[src/verilog/aesPkg.sv]
`default_nettype none

package aesPkg;

	typedef logic [7:0] aesByte;

	// Byte 0 is the most significant byte. The state is stored column by column.
	typedef logic [0:15][7:0] aesBlock;

	// ========================================================================
	// Substitution tables
	// ========================================================================

	localparam logic [0:255][7:0] sBox = {
		256'h637c777bf26b6fc53001672bfed7ab76ca82c97dfa5947f0add4a2af9ca472c0,
		256'hb7fd9326363ff7cc34a5e5f171d8311504c723c31896059a071280e2eb27b275,
		256'h09832c1a1b6e5aa0523bd6b329e32f8453d100ed20fcb15b6acbbe394a4c58cf,
		256'hd0efaafb434d338545f9027f503c9fa851a3408f929d38f5bcb6da2110fff3d2,
		256'hcd0c13ec5f974417c4a77e3d645d197360814fdc222a908846eeb814de5e0bdb,
		256'he0323a0a4906245cc2d3ac629195e479e7c8376d8dd54ea96c56f4ea657aae08,
		256'hba78252e1ca6b4c6e8dd741f4bbd8b8a703eb5664803f60e613557b986c11d9e,
		256'he1f8981169d98e949b1e87e9ce5528df8ca1890dbfe6426841992d0fb054bb16
	};

	localparam logic [0:255][7:0] invSBox = {
		256'h52096ad53036a538bf40a39e81f3d7fb7ce339829b2fff87348e4344c4dee9cb,
		256'h547b9432a6c2233dee4c950b42fac34e082ea16628d924b2765ba2496d8bd125,
		256'h72f8f66486689816d4a45ccc5d65b6926c704850fdedb9da5e154657a78d9d84,
		256'h90d8ab008cbcd30af7e45805b8b34506d02c1e8fca3f0f02c1afbd0301138a6b,
		256'h3a9111414f67dcea97f2cfcef0b4e67396ac7422e7ad3585e2f937e81c75df6e,
		256'h47f11a711d29c5896fb7620eaa18be1bfc563e4bc6d279209adbc0fe78cd5af4,
		256'h1fdda8338807c731b11210592780ec5f60517fa919b54a0d2de57a9f93c99cef,
		256'ha0e03b4dae2af5b0c8ebbb3c83539961172b047eba77d626e169146355210c7d
	};

	// ========================================================================
	// GF(2^8) arithmetic
	// ========================================================================

	// Multiply by x, reducing by the AES polynomial x^8 + x^4 + x^3 + x + 1.
	function automatic aesByte xtime(input aesByte value);
		return {value[6:0], 1'b0} ^ (value[7] ? 8'h1b : 8'h00);
	endfunction

	// Multiply by a constant below 16, enough for both column mixes.
	function automatic aesByte gfMul(input aesByte value, input logic [3:0] factor);
		aesByte acc;
		aesByte power;
		acc = 8'h00;
		power = value;
		for (int i = 0; i < 4; i++)
		begin
			if (factor[i])
				acc = acc ^ power;
			power = xtime(power);
		end
		return acc;
	endfunction

endpackage

`default_nettype wire

[src/verilog/aesCtrlPkg.sv]
`default_nettype none

package aesCtrlPkg;

	typedef logic [3:0] roundIndex;

	localparam roundIndex numRounds = 4'd10;

	// Cycles from the expand strobe until the last round key is stored.
	localparam roundIndex expandCycles = 4'd10;

	// Accepted start to done, in clock cycles.
	localparam int cipherLatency = 50;

	typedef enum logic [3:0] {
		stepIdle,
		stepLoadKey,
		stepSubBytes,
		stepShiftRows,
		stepMixColumns,
		stepAddKey,
		stepInvSubBytes,
		stepInvShiftRows,
		stepInvMixColumns,
		stepFinish
	} roundStep;

endpackage

`default_nettype wire

[src/verilog/aesIfs.sv]
`default_nettype none

// Round key lookup between the sequencer and the key store.
interface keyScheduleIf;
	logic expandStart;
	aesCtrlPkg::roundIndex keyIndex;
	aesPkg::aesBlock roundKey;
	logic ready;

	modport sequencer (output expandStart, output keyIndex, input roundKey, input ready);
	modport schedule (input expandStart, input keyIndex, output roundKey, output ready);
endinterface


`default_nettype wire

[src/verilog/aesKeyExpansion.sv]
`default_nettype none

module aesKeyExpansion (
	input logic clock,
	input logic reset,
	keyScheduleIf.schedule keyPort,
	input aesPkg::aesBlock key
);
	import aesPkg::*;
	import aesCtrlPkg::*;

	aesBlock roundKeys [0:numRounds];
	aesBlock prevKey;
	aesBlock nextKey;
	logic [0:3][7:0] temp;
	roundIndex count;
	aesByte rcon;
	logic keysReady;

	// One AES-128 schedule step. The last word is rotated, substituted and salted with rcon.
	always_comb
	begin
		prevKey = roundKeys[count - 4'd1];
		temp = {sBox[prevKey[13]] ^ rcon, sBox[prevKey[14]], sBox[prevKey[15]], sBox[prevKey[12]]};
		nextKey[0:3] = prevKey[0:3] ^ temp;
		nextKey[4:7] = prevKey[4:7] ^ nextKey[0:3];
		nextKey[8:11] = prevKey[8:11] ^ nextKey[4:7];
		nextKey[12:15] = prevKey[12:15] ^ nextKey[8:11];
	end

	// A nonzero count means a schedule is running and names the key being written.
	always_ff @(posedge clock)
	begin
		if (reset)
		begin
			count <= '0;
			keysReady <= 1'b0;
		end
		else if (keyPort.expandStart)
		begin
			count <= 4'd1;
			keysReady <= 1'b0;
		end
		else if (count != '0)
		begin
			if (count == expandCycles)
			begin
				count <= '0;
				keysReady <= 1'b1;
			end
			else
				count <= count + 4'd1;
		end
	end

	always_ff @(posedge clock)
	begin
		if (keyPort.expandStart)
		begin
			roundKeys[0] <= key;
			rcon <= 8'h01;
		end
		else if (count != '0)
		begin
			roundKeys[count] <= nextKey;
			rcon <= xtime(rcon);
		end
	end

	assign keyPort.roundKey = roundKeys[keyPort.keyIndex];
	assign keyPort.ready = keysReady;

endmodule

`default_nettype wire

[src/flat_wrapper.sv]
// flat-port wrapper written by rule: the top's interface ports become plain ports
module aesKeyExpansion_flat import aesPkg::*; import aesCtrlPkg::*;
  (clock, reset, key, keyPort_expandStart, keyPort_keyIndex, keyPort_roundKey, keyPort_ready);
  keyScheduleIf keyPort_i ();
  input logic clock;
  input logic reset;
  input aesPkg::aesBlock key;
  input wire logic [$bits(keyPort_i.expandStart)-1:0] keyPort_expandStart;
  input wire logic [$bits(keyPort_i.keyIndex)-1:0] keyPort_keyIndex;
  output wire logic [$bits(keyPort_i.roundKey)-1:0] keyPort_roundKey;
  output wire logic [$bits(keyPort_i.ready)-1:0] keyPort_ready;
  assign keyPort_i.expandStart = keyPort_expandStart;
  assign keyPort_i.keyIndex = keyPort_keyIndex;
  assign keyPort_roundKey = keyPort_i.roundKey;
  assign keyPort_ready = keyPort_i.ready;
  aesKeyExpansion u_core (.clock(clock), .reset(reset), .keyPort(keyPort_i), .key(key));
endmodule
[config.mk]
export PLATFORM = sky130hd
export DESIGN_NAME = aesKeyExpansion_flat
export DESIGN_NICKNAME = d
export VERILOG_FILES = /design/src/verilog/aesPkg.sv /design/src/verilog/aesCtrlPkg.sv /design/src/verilog/aesIfs.sv /design/src/verilog/aesKeyExpansion.sv /design/src/flat_wrapper.sv
export SDC_FILE = /design/constraint.sdc
export NUM_CORES = 2
export LEC_CHECK = 0
export ABC_AREA = 1
export BUFFER_PORTS_ARGS = -buffer_cell sky130_fd_sc_hd__clkbuf_2
export CELL_PAD_IN_SITES_DETAIL_PLACEMENT = 1
export CELL_PAD_IN_SITES_GLOBAL_PLACEMENT = 1
export CORE_UTILIZATION = 40
export DETAILED_ROUTE_END_ITERATION = 10
export PLACE_DENSITY = 0.77
export SYNTH_ARGS = -nofsm -noshare
export SYNTH_HDL_FRONTEND = slang
export SYNTH_SLANG_ARGS = --single-unit
[constraint.sdc]
create_clock -name clock -period 14.85 [get_ports clock]
set_input_delay 1.485 -clock clock [delete_from_list [all_inputs] [get_ports clock]]
set_output_delay 1.485 -clock clock [all_outputs]
set_load 0.1 [all_outputs]
==> qor.yml <==
worst_setup_path:
  cp-start-kind: "flip-flop"
  crit_buf_inv: 4
  path_class: "reg2reg"
  cp_slowest_cell: "dfxtp_4"
  cp.required_ns: 15.47
  max_stage_delay_ns: 0.90
  crit_family: "simple AND/OR/NAND/NOR gates"
  cp.arrival_ns: 9.17
  cp_max_fo: 73
  cp-end-kind: "flip-flop"
grt:
  grt_pass1_vias: 83500
  overflow: 0
  antenna_found_initial: 28
  grt_pass1_wl_um: 591000
  grt_max_degree: 225
  grt_usage_pct: 38.4
floorplan:
  die_h_um: 460
  initial_core_util_pct: 40.4
  io_pins: 264
  rows: 167
  core_um2: 208000
  fp.dieArea_um2: 212000
  die_w_um: 460
clock_tree:
  cts_buffers: 161
  clkLatencyLatePin_ns: 0.88
  postCtsHoldBufs: 0
  cts_num_sinks: 1421
  clk_pin_slew_ns: 0.06
  postCtsSetupRepairBufs: 0
  tritoncts: "yes"
  clock_tree.buffer_depth: 3
  cts_htree_levels: 4
  root_buffer: "clkbuf_16"
  cts_resized: 0
drt:
  avgRoutedWirePerCell_um: 32.3
  drt-total-wl_um: 416000
  drtIter0Drc: 11600
  vias: 84100
  drtPass1Iterations: 6
  drc: 0
  routed_via_density: 6.52
  antenna_left: 0
layout:
  fin_util_pct: 44.2
  final_cell_area_um2: 92000
  multiInputGateArea_um2: 35700
  layout.nets: 10200
  seq_area_um2: 42500
  n_fill_cell: 24500
  drive_above_1_share_pct: 7.82
  area_growth_pct: 9.54
timing:
  tns_ns: 0
  drv_slew: 115
  maxSlewHeadroom_pct: -11.9
  fin_crit_sh_pct: 57.6
  max_freq_mhz: 117
  fin_crit_ns: 8.55
  setup_viol: 0
  finClkSkew_ns: 0.0473
  worstMarginPinSlew_ns: 1.68
  final_hold_viol_count: 0
  rsz0062_at_grt: "no"
synthesis:
  ys_types: 49
  synth_edf_count: 1408
  synth_area_per_cell_um2: 8.26
  ys_warn_count: 0
  ys_ff_latch: 1421
  synthCells: 10200
  synthFlopType: "edfxtp_1"
  netlist_area_um2: 83900
  syn-num-nets: 10400
  ys_seq_area_share_pct: 50.7
  async_flop_share_pct: 0
flow_run:
  max_cap_viol_count: 2
placement:
  globalplace.congestion: 1.03
  dpl.hpwl_um: 268000
  placed_cell_area_um2: 86800
  port_buffers: 263
power_and_ir_drop:
  cellLeakagePower_nw: 34.8
  power.density_nw_per_um2: 156
  total_power_mw: 14.4
  ir_drop_uv: 118
min_path:
  hold_class: "reg2reg"
status:
  status: "finished, violations left"
  violations: "capacitance limit, slew limit"
area by class of cell:
cell class / count / area share, %
sequential: 1421 / 46.3
inverter: 599 / 2.51
clock buffer: 195 / 4.57
antenna: 18 / 0.0490
multi-input combinational: 7362 / 38.9
timing repair buffer: 421 / 2.99
tap: 2788 / 3.79
clock inverter: 96 / 0.973
power by group:
group | switching, mW | total (mW) | internal (mW)
clock | 1.74 | 3.95 | 2.21
sequential | 0.0584 | 4.80 | 4.74
combinational | 4.46 | 5.63 | 1.17
total | 6.26 | 14.4 | 8.13
layer usage:
layer,vias to the layer above,part of all wire (%),track usage [%]
met5,-,0.016,0
met4,12,8.6,30.2
met3,1204,9.7,7.68
met2,4951,44,57.7
met1,42400,38,48.3
li1,35500,-,-
path summary, 6_finish.rpt:
| check | start | endpoint | slack [ns] | cells after the start |
|---|---|---|---|---|
| max reg2reg | u_core.count[0] | u_core.roundKeys[6][20] | 6.30 | 26 |
| max | u_core.count[0] | u_core.roundKeys[6][20] | 6.30 | 26 |
| min reg2reg | u_core.rcon[6] | u_core.rcon[7] | 0.51 | 2 |
| min | u_core.rcon[6] | u_core.rcon[7] | 0.51 | 2 |
synth_stat cells, types with 3 or more instances:
master     instances  area share, %
nand2_1         2198            9.8
nand3_1         1618            9.6
edfxtp_1        1408             50
o21ai_0         1408            8.4
nor2_1           683            3.1
inv_1            559            2.5
a21oi_1          505            3.0
o211ai_1         379            3.4
clkbuf_1         348            1.6
buf_2            279            1.7
o22ai_1          124           0.92
o21ai_1          101           0.60
a31oi_1           89           0.66
buf_4             82           0.73
ha_1              57           0.85
buf_1             54           0.24
nand2_2           44           0.33
inv_2             37           0.17
nand3b_1          23           0.21
o221ai_1          23           0.24
buf_6             18           0.24
a211oi_1          15           0.13
dfxtp_1           13           0.31
nand3_2           10           0.12
nand4_1            9          0.067
xor2_1             9          0.094
mux2i_1            6          0.072
o311ai_0           6          0.063
o311ai_1           6          0.063
or2_1              6          0.045
nor2_2             5          0.037
o2bb2ai_1          5          0.052
or2_2              5          0.037
a21oi_2            4          0.042
xnor2_1            4          0.042
nor3_1             3          0.018
sequential cells by signal (all words and copies together), names as in the netlist:
signal / flops
u_core.count: 4
u_core.rcon: 8
u_core.keyPort.ready: 1
u_core.roundKeys: 1408
cell usage in the layout, fill, tap and decap left out, types with 26 or more instances in the layout:
cell / n
a21oi_1: 505
a31oi_1: 76
clkinv_1: 44
clkbuf_2: 259
o22ai_1: 124
inv_2: 33
nand3_1: 1618
nand2_1: 2194
buf_4: 139
o211ai_1: 379
clkbuf_1: 32
inv_1: 555
o21ai_1: 108
clkinv_2: 26
ha_1: 56
clkbuf_16: 163
nand2_2: 41
o21ai_0: 1397
nor2_1: 674
edfxtp_1: 1408
tightest hold or removal path: cells and delay by family (launching register included):
kind / cells / cell delay, ns
buf+inv: 1 / 0.07
compound gates: 1 / 0.08
flops: 1 / 0.32
kinds of logic after synthesis:
| kind of cell | Yosys count | share of synthesized area [%] |
|---|---|---|
| fa+ha+maj | 57 | 0.850 |
| simple gates | 4614 | 23.5 |
| xor+xnor | 13 | 0.136 |
| flops | 1421 | 50.7 |
| mux | 6 | 0.0715 |
| compound gates | 2672 | 17.6 |
| buf+inv | 1380 | 7.12 |
per-stage QoR:
stage | cells | setup slack (ns) | hold slack [ns]
after global routing | 12900 | 6.23 | 0.547
after CTS | 12900 | 6.63 | 0.513
after global placement | 12600 | 6.81 | 0.496
final | 12900 | 6.30 | 0.512
after detailed placement | 12600 | 6.70 | 0.486
after floorplan | 10200 | 2.74 | 0.475
No activity file was read; power rests on OpenSTA's default activity.
