[src/verilog/aesPkg.sv]
`default_nettype none

package aesPkg;

	typedef logic [7:0] aesByte;

	// Byte 0 is the most significant byte. The state is stored column by column.
	typedef logic [0:15][7:0] aesBlock;

	// ========================================================================
	// Substitution tables
	// ========================================================================

	localparam logic [0:255][7:0] sBox = {
		256'h637c777bf26b6fc53001672bfed7ab76ca82c97dfa5947f0add4a2af9ca472c0,
		256'hb7fd9326363ff7cc34a5e5f171d8311504c723c31896059a071280e2eb27b275,
		256'h09832c1a1b6e5aa0523bd6b329e32f8453d100ed20fcb15b6acbbe394a4c58cf,
		256'hd0efaafb434d338545f9027f503c9fa851a3408f929d38f5bcb6da2110fff3d2,
		256'hcd0c13ec5f974417c4a77e3d645d197360814fdc222a908846eeb814de5e0bdb,
		256'he0323a0a4906245cc2d3ac629195e479e7c8376d8dd54ea96c56f4ea657aae08,
		256'hba78252e1ca6b4c6e8dd741f4bbd8b8a703eb5664803f60e613557b986c11d9e,
		256'he1f8981169d98e949b1e87e9ce5528df8ca1890dbfe6426841992d0fb054bb16
	};

	localparam logic [0:255][7:0] invSBox = {
		256'h52096ad53036a538bf40a39e81f3d7fb7ce339829b2fff87348e4344c4dee9cb,
		256'h547b9432a6c2233dee4c950b42fac34e082ea16628d924b2765ba2496d8bd125,
		256'h72f8f66486689816d4a45ccc5d65b6926c704850fdedb9da5e154657a78d9d84,
		256'h90d8ab008cbcd30af7e45805b8b34506d02c1e8fca3f0f02c1afbd0301138a6b,
		256'h3a9111414f67dcea97f2cfcef0b4e67396ac7422e7ad3585e2f937e81c75df6e,
		256'h47f11a711d29c5896fb7620eaa18be1bfc563e4bc6d279209adbc0fe78cd5af4,
		256'h1fdda8338807c731b11210592780ec5f60517fa919b54a0d2de57a9f93c99cef,
		256'ha0e03b4dae2af5b0c8ebbb3c83539961172b047eba77d626e169146355210c7d
	};

	// ========================================================================
	// GF(2^8) arithmetic
	// ========================================================================

	// Multiply by x, reducing by the AES polynomial x^8 + x^4 + x^3 + x + 1.
	function automatic aesByte xtime(input aesByte value);
		return {value[6:0], 1'b0} ^ (value[7] ? 8'h1b : 8'h00);
	endfunction

	// Multiply by a constant below 16, enough for both column mixes.
	function automatic aesByte gfMul(input aesByte value, input logic [3:0] factor);
		aesByte acc;
		aesByte power;
		acc = 8'h00;
		power = value;
		for (int i = 0; i < 4; i++)
		begin
			if (factor[i])
				acc = acc ^ power;
			power = xtime(power);
		end
		return acc;
	endfunction

endpackage

`default_nettype wire

[src/verilog/aesCtrlPkg.sv]
`default_nettype none

package aesCtrlPkg;

	typedef logic [3:0] roundIndex;

	localparam roundIndex numRounds = 4'd10;

	// Cycles from the expand strobe until the last round key is stored.
	localparam roundIndex expandCycles = 4'd10;

	// Accepted start to done, in clock cycles.
	localparam int cipherLatency = 50;

	typedef enum logic [3:0] {
		stepIdle,
		stepLoadKey,
		stepSubBytes,
		stepShiftRows,
		stepMixColumns,
		stepAddKey,
		stepInvSubBytes,
		stepInvShiftRows,
		stepInvMixColumns,
		stepFinish
	} roundStep;

endpackage

`default_nettype wire

[src/verilog/aesIfs.sv]
`default_nettype none

// Round key lookup between the sequencer and the key store.
interface keyScheduleIf;
	logic expandStart;
	aesCtrlPkg::roundIndex keyIndex;
	aesPkg::aesBlock roundKey;
	logic ready;

	modport sequencer (output expandStart, output keyIndex, input roundKey, input ready);
	modport schedule (input expandStart, input keyIndex, output roundKey, output ready);
endinterface

// Step command and key from the sequencer, state block back from the datapath.
interface roundStepIf;
	aesCtrlPkg::roundStep step;
	aesPkg::aesBlock roundKey;
	aesPkg::aesBlock result;

	modport sequencer (output step, output roundKey, input result);
	modport datapath (input step, input roundKey, output result);
endinterface

`default_nettype wire

[src/verilog/aesController.sv]
`default_nettype none

module aesController (
	input logic clock,
	input logic reset,
	input logic start,
	input logic encrypt,
	keyScheduleIf.sequencer keyPort,
	roundStepIf.sequencer stepPort,
	output logic done
);
	import aesCtrlPkg::*;

	roundStep stepReg;
	roundStep curStep;
	roundStep nextStep;
	roundIndex round;
	logic busy;
	logic encryptMode;
	logic accept;
	logic lastRound;
	logic roundEnd;

	assign accept = start && !busy;
	assign lastRound = (round == numRounds);
	assign roundEnd = (curStep == stepAddKey && encryptMode) || curStep == stepInvMixColumns;

	// ========================================================================
	// Step sequencing
	// ========================================================================

	// The load step goes out in the first cycle that ready is high, so no cycle is lost.
	always_comb
	begin
		curStep = stepReg;
		if (busy && stepReg == stepIdle && keyPort.ready)
			curStep = stepLoadKey;
	end

	always_comb
	begin
		case (curStep)
			stepLoadKey:
				nextStep = encryptMode ? stepSubBytes : stepInvShiftRows;
			stepSubBytes:
				nextStep = stepShiftRows;
			stepShiftRows:
				nextStep = lastRound ? stepFinish : stepMixColumns;
			stepMixColumns:
				nextStep = stepAddKey;
			stepAddKey:
				nextStep = encryptMode ? stepSubBytes : stepInvMixColumns;
			stepInvShiftRows:
				nextStep = stepInvSubBytes;
			stepInvSubBytes:
				nextStep = lastRound ? stepFinish : stepAddKey;
			stepInvMixColumns:
				nextStep = stepInvShiftRows;
			default:
				nextStep = stepIdle;
		endcase
	end

	always_ff @(posedge clock)
	begin
		if (reset)
		begin
			stepReg <= stepIdle;
			round <= '0;
			busy <= 1'b0;
			encryptMode <= 1'b1;
			done <= 1'b0;
		end
		else if (accept)
		begin
			stepReg <= stepIdle;
			round <= '0;
			busy <= 1'b1;
			encryptMode <= encrypt;
			done <= 1'b0;
		end
		else if (busy)
		begin
			stepReg <= nextStep;
			if (curStep == stepLoadKey)
				round <= 4'd1;
			else if (roundEnd)
				round <= round + 4'd1;
			if (curStep == stepFinish)
			begin
				busy <= 1'b0;
				done <= 1'b1;
			end
		end
	end

	// Decryption walks the key store from the top down.
	assign keyPort.expandStart = accept;
	assign keyPort.keyIndex = encryptMode ? round : numRounds - round;
	assign stepPort.step = curStep;
	assign stepPort.roundKey = keyPort.roundKey;

endmodule

`default_nettype wire

[src/flat_wrapper.sv]
// flat-port wrapper written by rule: the top's interface ports become plain ports
module aesController_flat import aesCtrlPkg::*;
  (clock, reset, start, encrypt, done, keyPort_expandStart, keyPort_keyIndex, keyPort_roundKey, keyPort_ready, stepPort_step, stepPort_roundKey, stepPort_result);
  keyScheduleIf keyPort_i ();
  roundStepIf stepPort_i ();
  input logic clock;
  input logic reset;
  input logic start;
  input logic encrypt;
  output logic done;
  output wire logic [$bits(keyPort_i.expandStart)-1:0] keyPort_expandStart;
  output wire logic [$bits(keyPort_i.keyIndex)-1:0] keyPort_keyIndex;
  input wire logic [$bits(keyPort_i.roundKey)-1:0] keyPort_roundKey;
  input wire logic [$bits(keyPort_i.ready)-1:0] keyPort_ready;
  output wire logic [$bits(stepPort_i.step)-1:0] stepPort_step;
  output wire logic [$bits(stepPort_i.roundKey)-1:0] stepPort_roundKey;
  input wire logic [$bits(stepPort_i.result)-1:0] stepPort_result;
  assign keyPort_expandStart = keyPort_i.expandStart;
  assign keyPort_keyIndex = keyPort_i.keyIndex;
  assign keyPort_i.roundKey = keyPort_roundKey;
  assign keyPort_i.ready = keyPort_ready;
  assign stepPort_step = stepPort_i.step;
  assign stepPort_roundKey = stepPort_i.roundKey;
  assign stepPort_i.result = stepPort_result;
  aesController u_core (.clock(clock), .reset(reset), .start(start), .encrypt(encrypt), .keyPort(keyPort_i), .stepPort(stepPort_i), .done(done));
endmodule
[config.mk]
export PLATFORM = sky130hd
export DESIGN_NAME = aesController_flat
export DESIGN_NICKNAME = d
export VERILOG_FILES = /design/src/verilog/aesPkg.sv /design/src/verilog/aesCtrlPkg.sv /design/src/verilog/aesIfs.sv /design/src/verilog/aesController.sv /design/src/flat_wrapper.sv
export SDC_FILE = /design/constraint.sdc
export NUM_CORES = 1
export LEC_CHECK = 0
export ABC_AREA = 1
export BUFFER_PORTS_ARGS = -buffer_cell sky130_fd_sc_hd__buf_2
export CAP_MARGIN = 0
export CORE_AREA = 4 4 151 153
export CTS_CLUSTER_DIAMETER = 60
export DETAILED_ROUTE_END_ITERATION = 10
export DIE_AREA = 0 0 155 157
export PLACE_DENSITY_LB_ADDON = 0.05
export SLEW_MARGIN = 20
export SYNTH_ARGS = -nofsm -noshare
export SYNTH_HDL_FRONTEND = slang
export SYNTH_SLANG_ARGS = --single-unit
export TNS_END_PERCENT = 20
[constraint.sdc]
create_clock -name clock -period 2.2 [get_ports clock]
set_clock_uncertainty 0.15 [all_clocks]
set_input_delay 0.33 -clock clock [delete_from_list [all_inputs] [get_ports clock]]
set_output_delay 0.33 -clock clock [all_outputs]
set_load 0.1 [all_outputs]
==> reports/qor.log, run 1 <==
qor: cells_and_area.fillers 2539
qor: clock_network.clk_root_buffer_cell sky130_fd_sc_hd__clkbuf_16
qor: cells_and_area.ff_latch_area 220.2 µm²
qor: critical_path.crit_slowest_cell sky130_fd_sc_hd__dfxtp_1
qor: logic_synthesis.synthesis.yosys.warnings 0
qor: cells_and_area.multi_input_area 444.2 µm²
qor: clock_network.hold_fix_buffer_count_after_cts 0
qor: logic_synthesis.synth_cells 243
qor: timing.slew_headroom 0.6693
qor: power_and_ir_drop.worst_case_vdd_ir_drop 0.1689 mV
qor: min_path.hp-class in2reg
qor: logic_synthesis.netlist_area 1718 µm²
qor: die.die-area 24340 µm²
qor: timing.finalCritPeriodShare 0.9025
qor: routing.via_count 936
qor: clock_network.tritoncts yes
qor: die.floorplan.initialDensity 0.07971
qor: logic_synthesis.synth_edf_count 0
qor: placement.hpwl 5332 µm
qor: logic_synthesis.synthesis.nets 506
qor: critical_path.timing.critical_path.slowest_cell_delay 0.45 ns
qor: cells_and_area.flow.area_growth_from_synthesis -22.65%
qor: routing.routed_wirelength 5997 µm
qor: routing.drt_iter0_drc 48
qor: global_routing.grt_antenna_before_repair 0
qor: routing.antenna_left 0
qor: power_and_ir_drop.static-leakage-power 0.5094 nW
qor: critical_path.timing.critical_path.from_type register
qor: routing.drc_errors 0
qor: die.core_area 21550 µm²
qor: timing.grt_setup_unrepaired no
qor: critical_path.launch_point_of_the_worst_path u_core.round[0]$_SDFFE_PP0P_
qor: power_and_ir_drop.totalPowerFinal 0.7080 mW
qor: placement.placement.io_buffers 14
qor: routing.drt-vias-per-instance 2.266
qor: timing.fmax 503.6 MHz
qor: placement.rd_place_congestion 0.6127
qor: clock_network.cts_max_level 1
qor: global_routing.grt_pass1_vias 996
qor: clock_network.post_cts.repair.setup_buffers 0
qor: cells_and_area.final_net_count 397
qor: global_routing.pin_count_of_the_biggest_net_entering_global_routing 9
qor: outcome.outcome finished, final reports clean
qor: logic_synthesis.synthesis.area_per_instance 7.070 µm²
qor: global_routing.globalRoute.totalOverflow 0
qor: logic_synthesis.postSynth.asyncResetShare 0
qor: cells_and_area.antenna-diode-count 0
qor: die.die_h 157 µm
qor: power_and_ir_drop.power-per-cell-area 532.8 nW/µm²
qor: global_routing.grt_first_pass_wirelength 8086 µm
qor: timing.report.final.slew_viol_count 0
qor: clock_network.clock_sinks 11
qor: routing.drt_first_pass_iters 4
qor: critical_path.endpoint_arrival_time_on_the_critical_path 1.51 ns
qor: timing.tightestPinTransition 0.4995 ns
qor: critical_path.rr_startpoint u_core.stepReg[1]$_SDFFE_PP0P_
qor: critical_path.required_time_of_the_worst_setup_path 1.72 ns
qor: clock_network.clk_latency 0.24 ns
qor: clock_network.count_of_cells_resized_by_post_cts_repair 0
qor: critical_path.worst-path-max-fanout 6
qor: die.top_level_ports 399
qor: min_path.holdCritStartpoint encrypt
qor: logic_synthesis.count_of_distinct_cell_types_in_the_synthesized_netlist 26
qor: timing.final_hold_viol_count 0
qor: timing.finalSetupViolCount 0
qor: die.rows 54
qor: placement.detailedPlace.worstSlack 0.3789 ns
qor: critical_path.cp_cell_sequence ha_1 > xor2_1 > nand2_1 > o21ai_2 > buf_12
qor: job.drv_cap 0
qor: clock_network.cts_made_buffers 3
qor: timing.layout_min_cycle_time 1.986 ns
qor: clock_network.worst_setup_hold_path_clk_slew 0.04 ns
qor: critical_path.setup.worst_path.class reg2out
qor: logic_synthesis.proportion_of_synthesized_chip_area_in_sequential_cells 0.1282
qor: cells_and_area.drive_gt1_frac 0.2481
qor: routing.detail_route.wl_per_cell 14.52 µm
qor: critical_path.setup.worst_path.end_class output pin
qor: timing.final_critical_path_setup_slack 0.2145 ns
qor: die.die_width 155 µm
qor: logic_synthesis.yosys_register_bits 11
qor: logic_synthesis.synthFlopType sky130_fd_sc_hd__dfxtp_1
qor: global_routing.groute.usage.overall 0.04688
qor: clock_network.cts_max_path_buffers 2
==> kinds of logic (layout without fill, tap and decap cells) <==
logic type | count (synthesis) | count (layout) | share of synthesized area
adder cells (fa/ha/maj) | 2 | 2 | 0.01456
AND/OR/NAND/NOR | 59 | 59 | 0.1675
buffers and inverters | 151 | 41 | 0.6176
AO/OA/AOI/OAI | 17 | 17 | 0.05681
flip-flops | 11 | 11 | 0.1282
XOR/XNOR | 3 | 3 | 0.01530
==> where the power goes <==
part	switching [mW]	internal (mW)
registers	0.00959	0.206
logic	0.111	0.0495
clock network	0.0886	0.243
total	0.209	0.499
==> worst max-delay path: cells and delay by family (launching register included) <==
| kind | cells | cell delay (ns) |
|---|---|---|
| DFF | 1 | 0.45 |
| AOI/OAI and AO/OA | 1 | 0.11 |
| buffers and inverters | 1 | 0.21 |
| adders and majority gates | 1 | 0.20 |
| and+or+nand+nor | 1 | 0.09 |
| xor gates and xnor gates | 1 | 0.20 |
==> synthesized netlist by cell type, types with 3 or more instances <==
library cell	count	share of area
sky130_fd_sc_hd__buf_4	129	0.56
sky130_fd_sc_hd__inv_1	15	0.033
sky130_fd_sc_hd__nand2_1	21	0.046
sky130_fd_sc_hd__nand4_1	3	0.011
sky130_fd_sc_hd__nor2_1	19	0.042
sky130_fd_sc_hd__dfxtp_1	11	0.13
sky130_fd_sc_hd__a21oi_1	7	0.020
sky130_fd_sc_hd__o21ai_0	3	0.0087
sky130_fd_sc_hd__xor2_1	3	0.015
sky130_fd_sc_hd__clkbuf_1	3	0.0066
sky130_fd_sc_hd__nand3_1	9	0.026
==> path summary, 6_finish.rpt <==
check	to	slack (ns)	depth (start not counted)
setup / recovery	keyPort_keyIndex[2]	0.21	5
hold / removal	u_core.encryptMode$_SDFFE_PP1P_	0.16	2
setup reg to reg	u_core.round[0]$_SDFFE_PP0P_	0.49	10
hold reg to reg	u_core.done$_SDFFE_PP0P_	0.33	2
==> per-layer routing <==
layer	vias to the layer above	global-route usage	wire [µm]
met5	-	0.01984	67
li1	407	-	-
met4	2	0.01892	175
met1	386	0.04109	1810
met3	36	0.06819	1840
met2	105	0.05467	2104
==> through the flow <==
step	cell area, µm²	hold slack [ns]	util	TNS, ns	instances
2_1_floorplan	1725	0.2585	-	-2.340	243
3_3_place_gp	1250	0.3348	0.05799	0	409
3_5_place_dp	1250	0.3333	0.05799	0	409
4_1_cts	1329	0.1504	0.06165	0	413
5_1_grt	1329	0.1562	0.06165	0	413
6_report	1329	0.1555	0.06165	0	413
==> sequential cells by signal, summed over array words and instances, names as in the netlist <==
register and count:
u_core.encryptMode 1, u_core.busy 1, u_core.done 1, u_core.round 4
u_core.stepReg 4
==> final cells by class <==
| class | count | share of cell area |
|---|---|---|
| timing repair buffer | 19 | 0.1262 |
| sequential | 11 | 0.1657 |
| clock buffer | 4 | 0.05932 |
| tap | 280 | 0.2637 |
| inverter | 18 | 0.05085 |
| multi-input combinational | 81 | 0.3343 |
==> layout by cell type (no fill, tap or decap), drive strengths merged, types with 2 or more instances in the layout <==
master,netlist,final
a21oi,7,7
inv,17,17
dfxtp,11,11
clkbuf,4,4
nand3,11,11
xor2,3,3
buf,129,19
ha,2,2
nand4,3,3
nand2,24,24
nor2,21,21
o21ai,5,5
No activity file was read; power rests on OpenSTA's default activity.
==> run 2, diff against run 1 <==
--- a/config.mk
+++ b/config.mk
@@ -13,6 +13,7 @@
 export DETAILED_ROUTE_END_ITERATION = 10
 export DIE_AREA = 0 0 155 157
 export PLACE_DENSITY_LB_ADDON = 0.05
+export REMOVE_ABC_BUFFERS = 1
 export SLEW_MARGIN = 20
 export SYNTH_ARGS = -nofsm -noshare
 export SYNTH_HDL_FRONTEND = slang
==> run 2 against run 1 <==
Compared with the run above:
- total power is 3.8% higher
- flip-flop and latch count stayed put
- sequential share of layout area is 0.29 points higher
- first-iteration DRC count is 60% higher
- hold slack worse by 0.014 ns
- routed wire length grew to 5.3 times the previous value
- via count is 27% higher
- die area stayed put
- fmax is 5.1% lower
- register-to-register slack worse by 0.04 ns
- cell area is 1.7% lower
- critical path type unchanged
- critical endpoint unchanged
==> reports/qor.log, run 2 (synthesized netlist as in run 1, its figures left out) <==
qor: outcome.outcome finished, final reports clean
qor: die.rows 54
qor: critical_path.r2r-end u_core.round[0]$_SDFFE_PP0P_
qor: critical_path.cp_cell_sequence ha_1 > xor2_1 > nand2_1 > o21ai_0 > buf_12
qor: critical_path.worst-path-stages 5
qor: timing.finalCritPeriodShare 0.9507
qor: min_path.hp-class in2reg
qor: cells_and_area.post_layout_util 0.06061
qor: critical_path.worst-path-max-fanout 5
qor: die.die-area 24340 µm²
qor: routing.drt-vias-per-instance 2.895
qor: die.die_width 155 µm
qor: critical_path.ff2ff_setup_slack 0.45 ns
qor: global_routing.globalRoute.totalOverflow 0
qor: global_routing.grt_pass1_vias 1117
qor: die.floorplan.initialDensity 0.07971
qor: cells_and_area.ff_latch_area 220.2 µm²
qor: placement.placement.io_buffers 14
qor: timing.finalSetupViolCount 0
qor: critical_path.required_time_of_the_worst_setup_path 1.72 ns
qor: routing.drt_first_pass_iters 4
qor: global_routing.grt_antenna_before_repair 0
qor: clock_network.tritoncts yes
qor: cells_and_area.flow.area_growth_from_synthesis -23.96%
qor: timing.slew_headroom 0.6697
qor: cells_and_area.antenna-diode-count 0
qor: power_and_ir_drop.static-leakage-power 0.4966 nW
qor: cells_and_area.multi_input_area 436.7 µm²
qor: cells_and_area.final_net_count 395
qor: global_routing.grt_first_pass_wirelength 34760 µm
qor: routing.wirelength_met1 1881 µm
qor: critical_path.worst_setup_path_endpoint keyPort_keyIndex[2]
qor: placement.dp_cells 407
qor: die.die_h 157 µm
qor: routing.wl_met2 19860 µm
qor: critical_path.r2r_cells 9
qor: cells_and_area.fin_cells 411
qor: timing.report.final.slew_viol_count 0
qor: global_routing.groute.usage.overall 0.2547
qor: critical_path.launch_point_of_the_worst_path u_core.round[1]$_SDFFE_PP0P_
qor: die.top_level_ports 399
qor: cells_and_area.drive_gt1_frac 0.2214
qor: power_and_ir_drop.power-per-cell-area 562.7 nW/µm²
qor: cells_and_area.largest_registers u_core.round x4, u_core.stepReg x4
qor: timing.tightestPinTransition 0.4989 ns
qor: clock_network.cts_max_level 1
qor: cells_and_area.final_common_cell sky130_fd_sc_hd__nand2_1
qor: cells_and_area.fillers 2508
qor: clock_network.hold_fix_buffer_count_after_cts 0
qor: critical_path.critical_path_buf_inv_count 1
qor: critical_path.setup.worst_path.class reg2out
qor: routing.drc_errors 0
qor: routing.routed_wirelength 32070 µm
qor: critical_path.endpoint_arrival_time_on_the_critical_path 1.61 ns
qor: placement.rd_place_congestion 1.178
qor: clock_network.count_of_cells_resized_by_post_cts_repair 0
qor: clock_network.cts_made_buffers 3
qor: clock_network.clk_latency 0.25 ns
qor: timing.layout_min_cycle_time 2.092 ns
qor: global_routing.pin_count_of_the_biggest_net_entering_global_routing 9
qor: job.drv_cap 0
qor: timing.final_hold_viol_count 0
qor: clock_network.worst_setup_hold_path_clk_slew 0.05 ns
qor: critical_path.rr_startpoint u_core.busy$_SDFF_PP0_
qor: clock_network.clk_root_buffer_cell sky130_fd_sc_hd__clkbuf_16
qor: routing.drt_iter0_drc 77
qor: critical_path.timing.critical_path.slowest_cell_delay 0.44 ns
qor: routing.detail_route.wl_per_cell 78.03 µm
qor: routing.met3RoutedLength 8294 µm
qor: critical_path.crit_slowest_cell sky130_fd_sc_hd__dfxtp_1
qor: placement.hpwl 31440 µm
qor: power_and_ir_drop.worst_case_vdd_ir_drop 0.1831 mV
qor: clock_network.post_cts.repair.setup_buffers 0
qor: timing.fmax 478.1 MHz
qor: cells_and_area.most-common-layout-cells 21 x sky130_fd_sc_hd__nand2_1, 19 x sky130_fd_sc_hd__nor2_1, 15 x sky130_fd_sc_hd__inv_1, 11 x sky130_fd_sc_hd__dfxtp_1, 10 x sky130_fd_sc_hd__buf_2
qor: clock_network.cts_max_path_buffers 2
qor: critical_path.setup.worst_path.end_class output pin
qor: critical_path.timing.critical_path.from_type register
qor: routing.via_count 1190
qor: critical_path.path_delay_family flip-flops
qor: routing.dr.max_layer_used met5
qor: clock_network.clock_sinks 11
qor: routing.antenna_left 0
qor: die.core_area 21550 µm²
qor: timing.grt_setup_unrepaired no
[run 2: power by group]
| group | internal, mW | switching, mW |
|---|---|---|
| sequential | 0.205 | 0.00934 |
| clock | 0.246 | 0.119 |
| combinational | 0.0442 | 0.111 |
[run 2: cell type report]
type | count | area share
Inverter | 18 | 0.05172
Tap cell | 280 | 0.2682
Timing Repair Buffer | 17 | 0.1169
Sequential cell | 11 | 0.1686
Multi-Input combinational cell | 81 | 0.3343
Clock buffer | 4 | 0.06034
[run 2: layer usage]
| layer | vias up | GRT usage |
|---|---|---|
| met5 | - | 0.1310 |
| met4 | 8 | 0.1068 |
| met3 | 28 | 0.3269 |
| met2 | 325 | 0.5550 |
| met1 | 433 | 0.04029 |
| li1 | 396 | - |
[run 2: worst min-delay path by stage]
stage | start | to | slack [ns] | cells after the start
finish | encrypt | u_core.encryptMode$_SDFFE_PP1P_ | 0.14 | 2
global route | reset | u_core.busy$_SDFF_PP0_ | 0.16 | 2
CTS | reset | u_core.busy$_SDFF_PP0_ | 0.13 | 2
detailed placement | u_core.done$_SDFFE_PP0P_ | u_core.done$_SDFFE_PP0P_ | 0.32 | 2
global placement | u_core.done$_SDFFE_PP0P_ | u_core.done$_SDFFE_PP0P_ | 0.34 | 2
floorplan | reset | u_core.busy$_SDFF_PP0_ | 0.26 | 1
[run 2: per-stage QoR]
stage          setup slack [ns]  instance area [µm²]  hold WS (ns)  TNS (ns)  total power [mW]
6_report                 0.1085                 1306        0.1412         0            0.7351
5_1_grt                 0.05016                 1306        0.1564         0            0.7644
4_1_cts                  0.1086                 1306        0.1339         0            0.7575
3_5_place_dp             0.3882                 1227        0.3187         0            0.3761
3_3_place_gp             0.3600                 1227        0.3362         0            0.3790
2_1_floorplan            -1.877                724.4        0.2585    -5.410            0.3163
[run 2: worst register-to-register path: stages, from the launching register on]
cell and delay (ns):
sky130_fd_sc_hd__dfxtp_1 0.47, sky130_fd_sc_hd__inv_2 0.17, sky130_fd_sc_hd__nor2_4 0.11, sky130_fd_sc_hd__nand3_2 0.08, sky130_fd_sc_hd__nand2_4 0.12, sky130_fd_sc_hd__nand3_4 0.14
sky130_fd_sc_hd__nand2_2 0.09, sky130_fd_sc_hd__nand2_2 0.11, sky130_fd_sc_hd__o21ai_1 0.16, sky130_fd_sc_hd__nor2_1 0.05
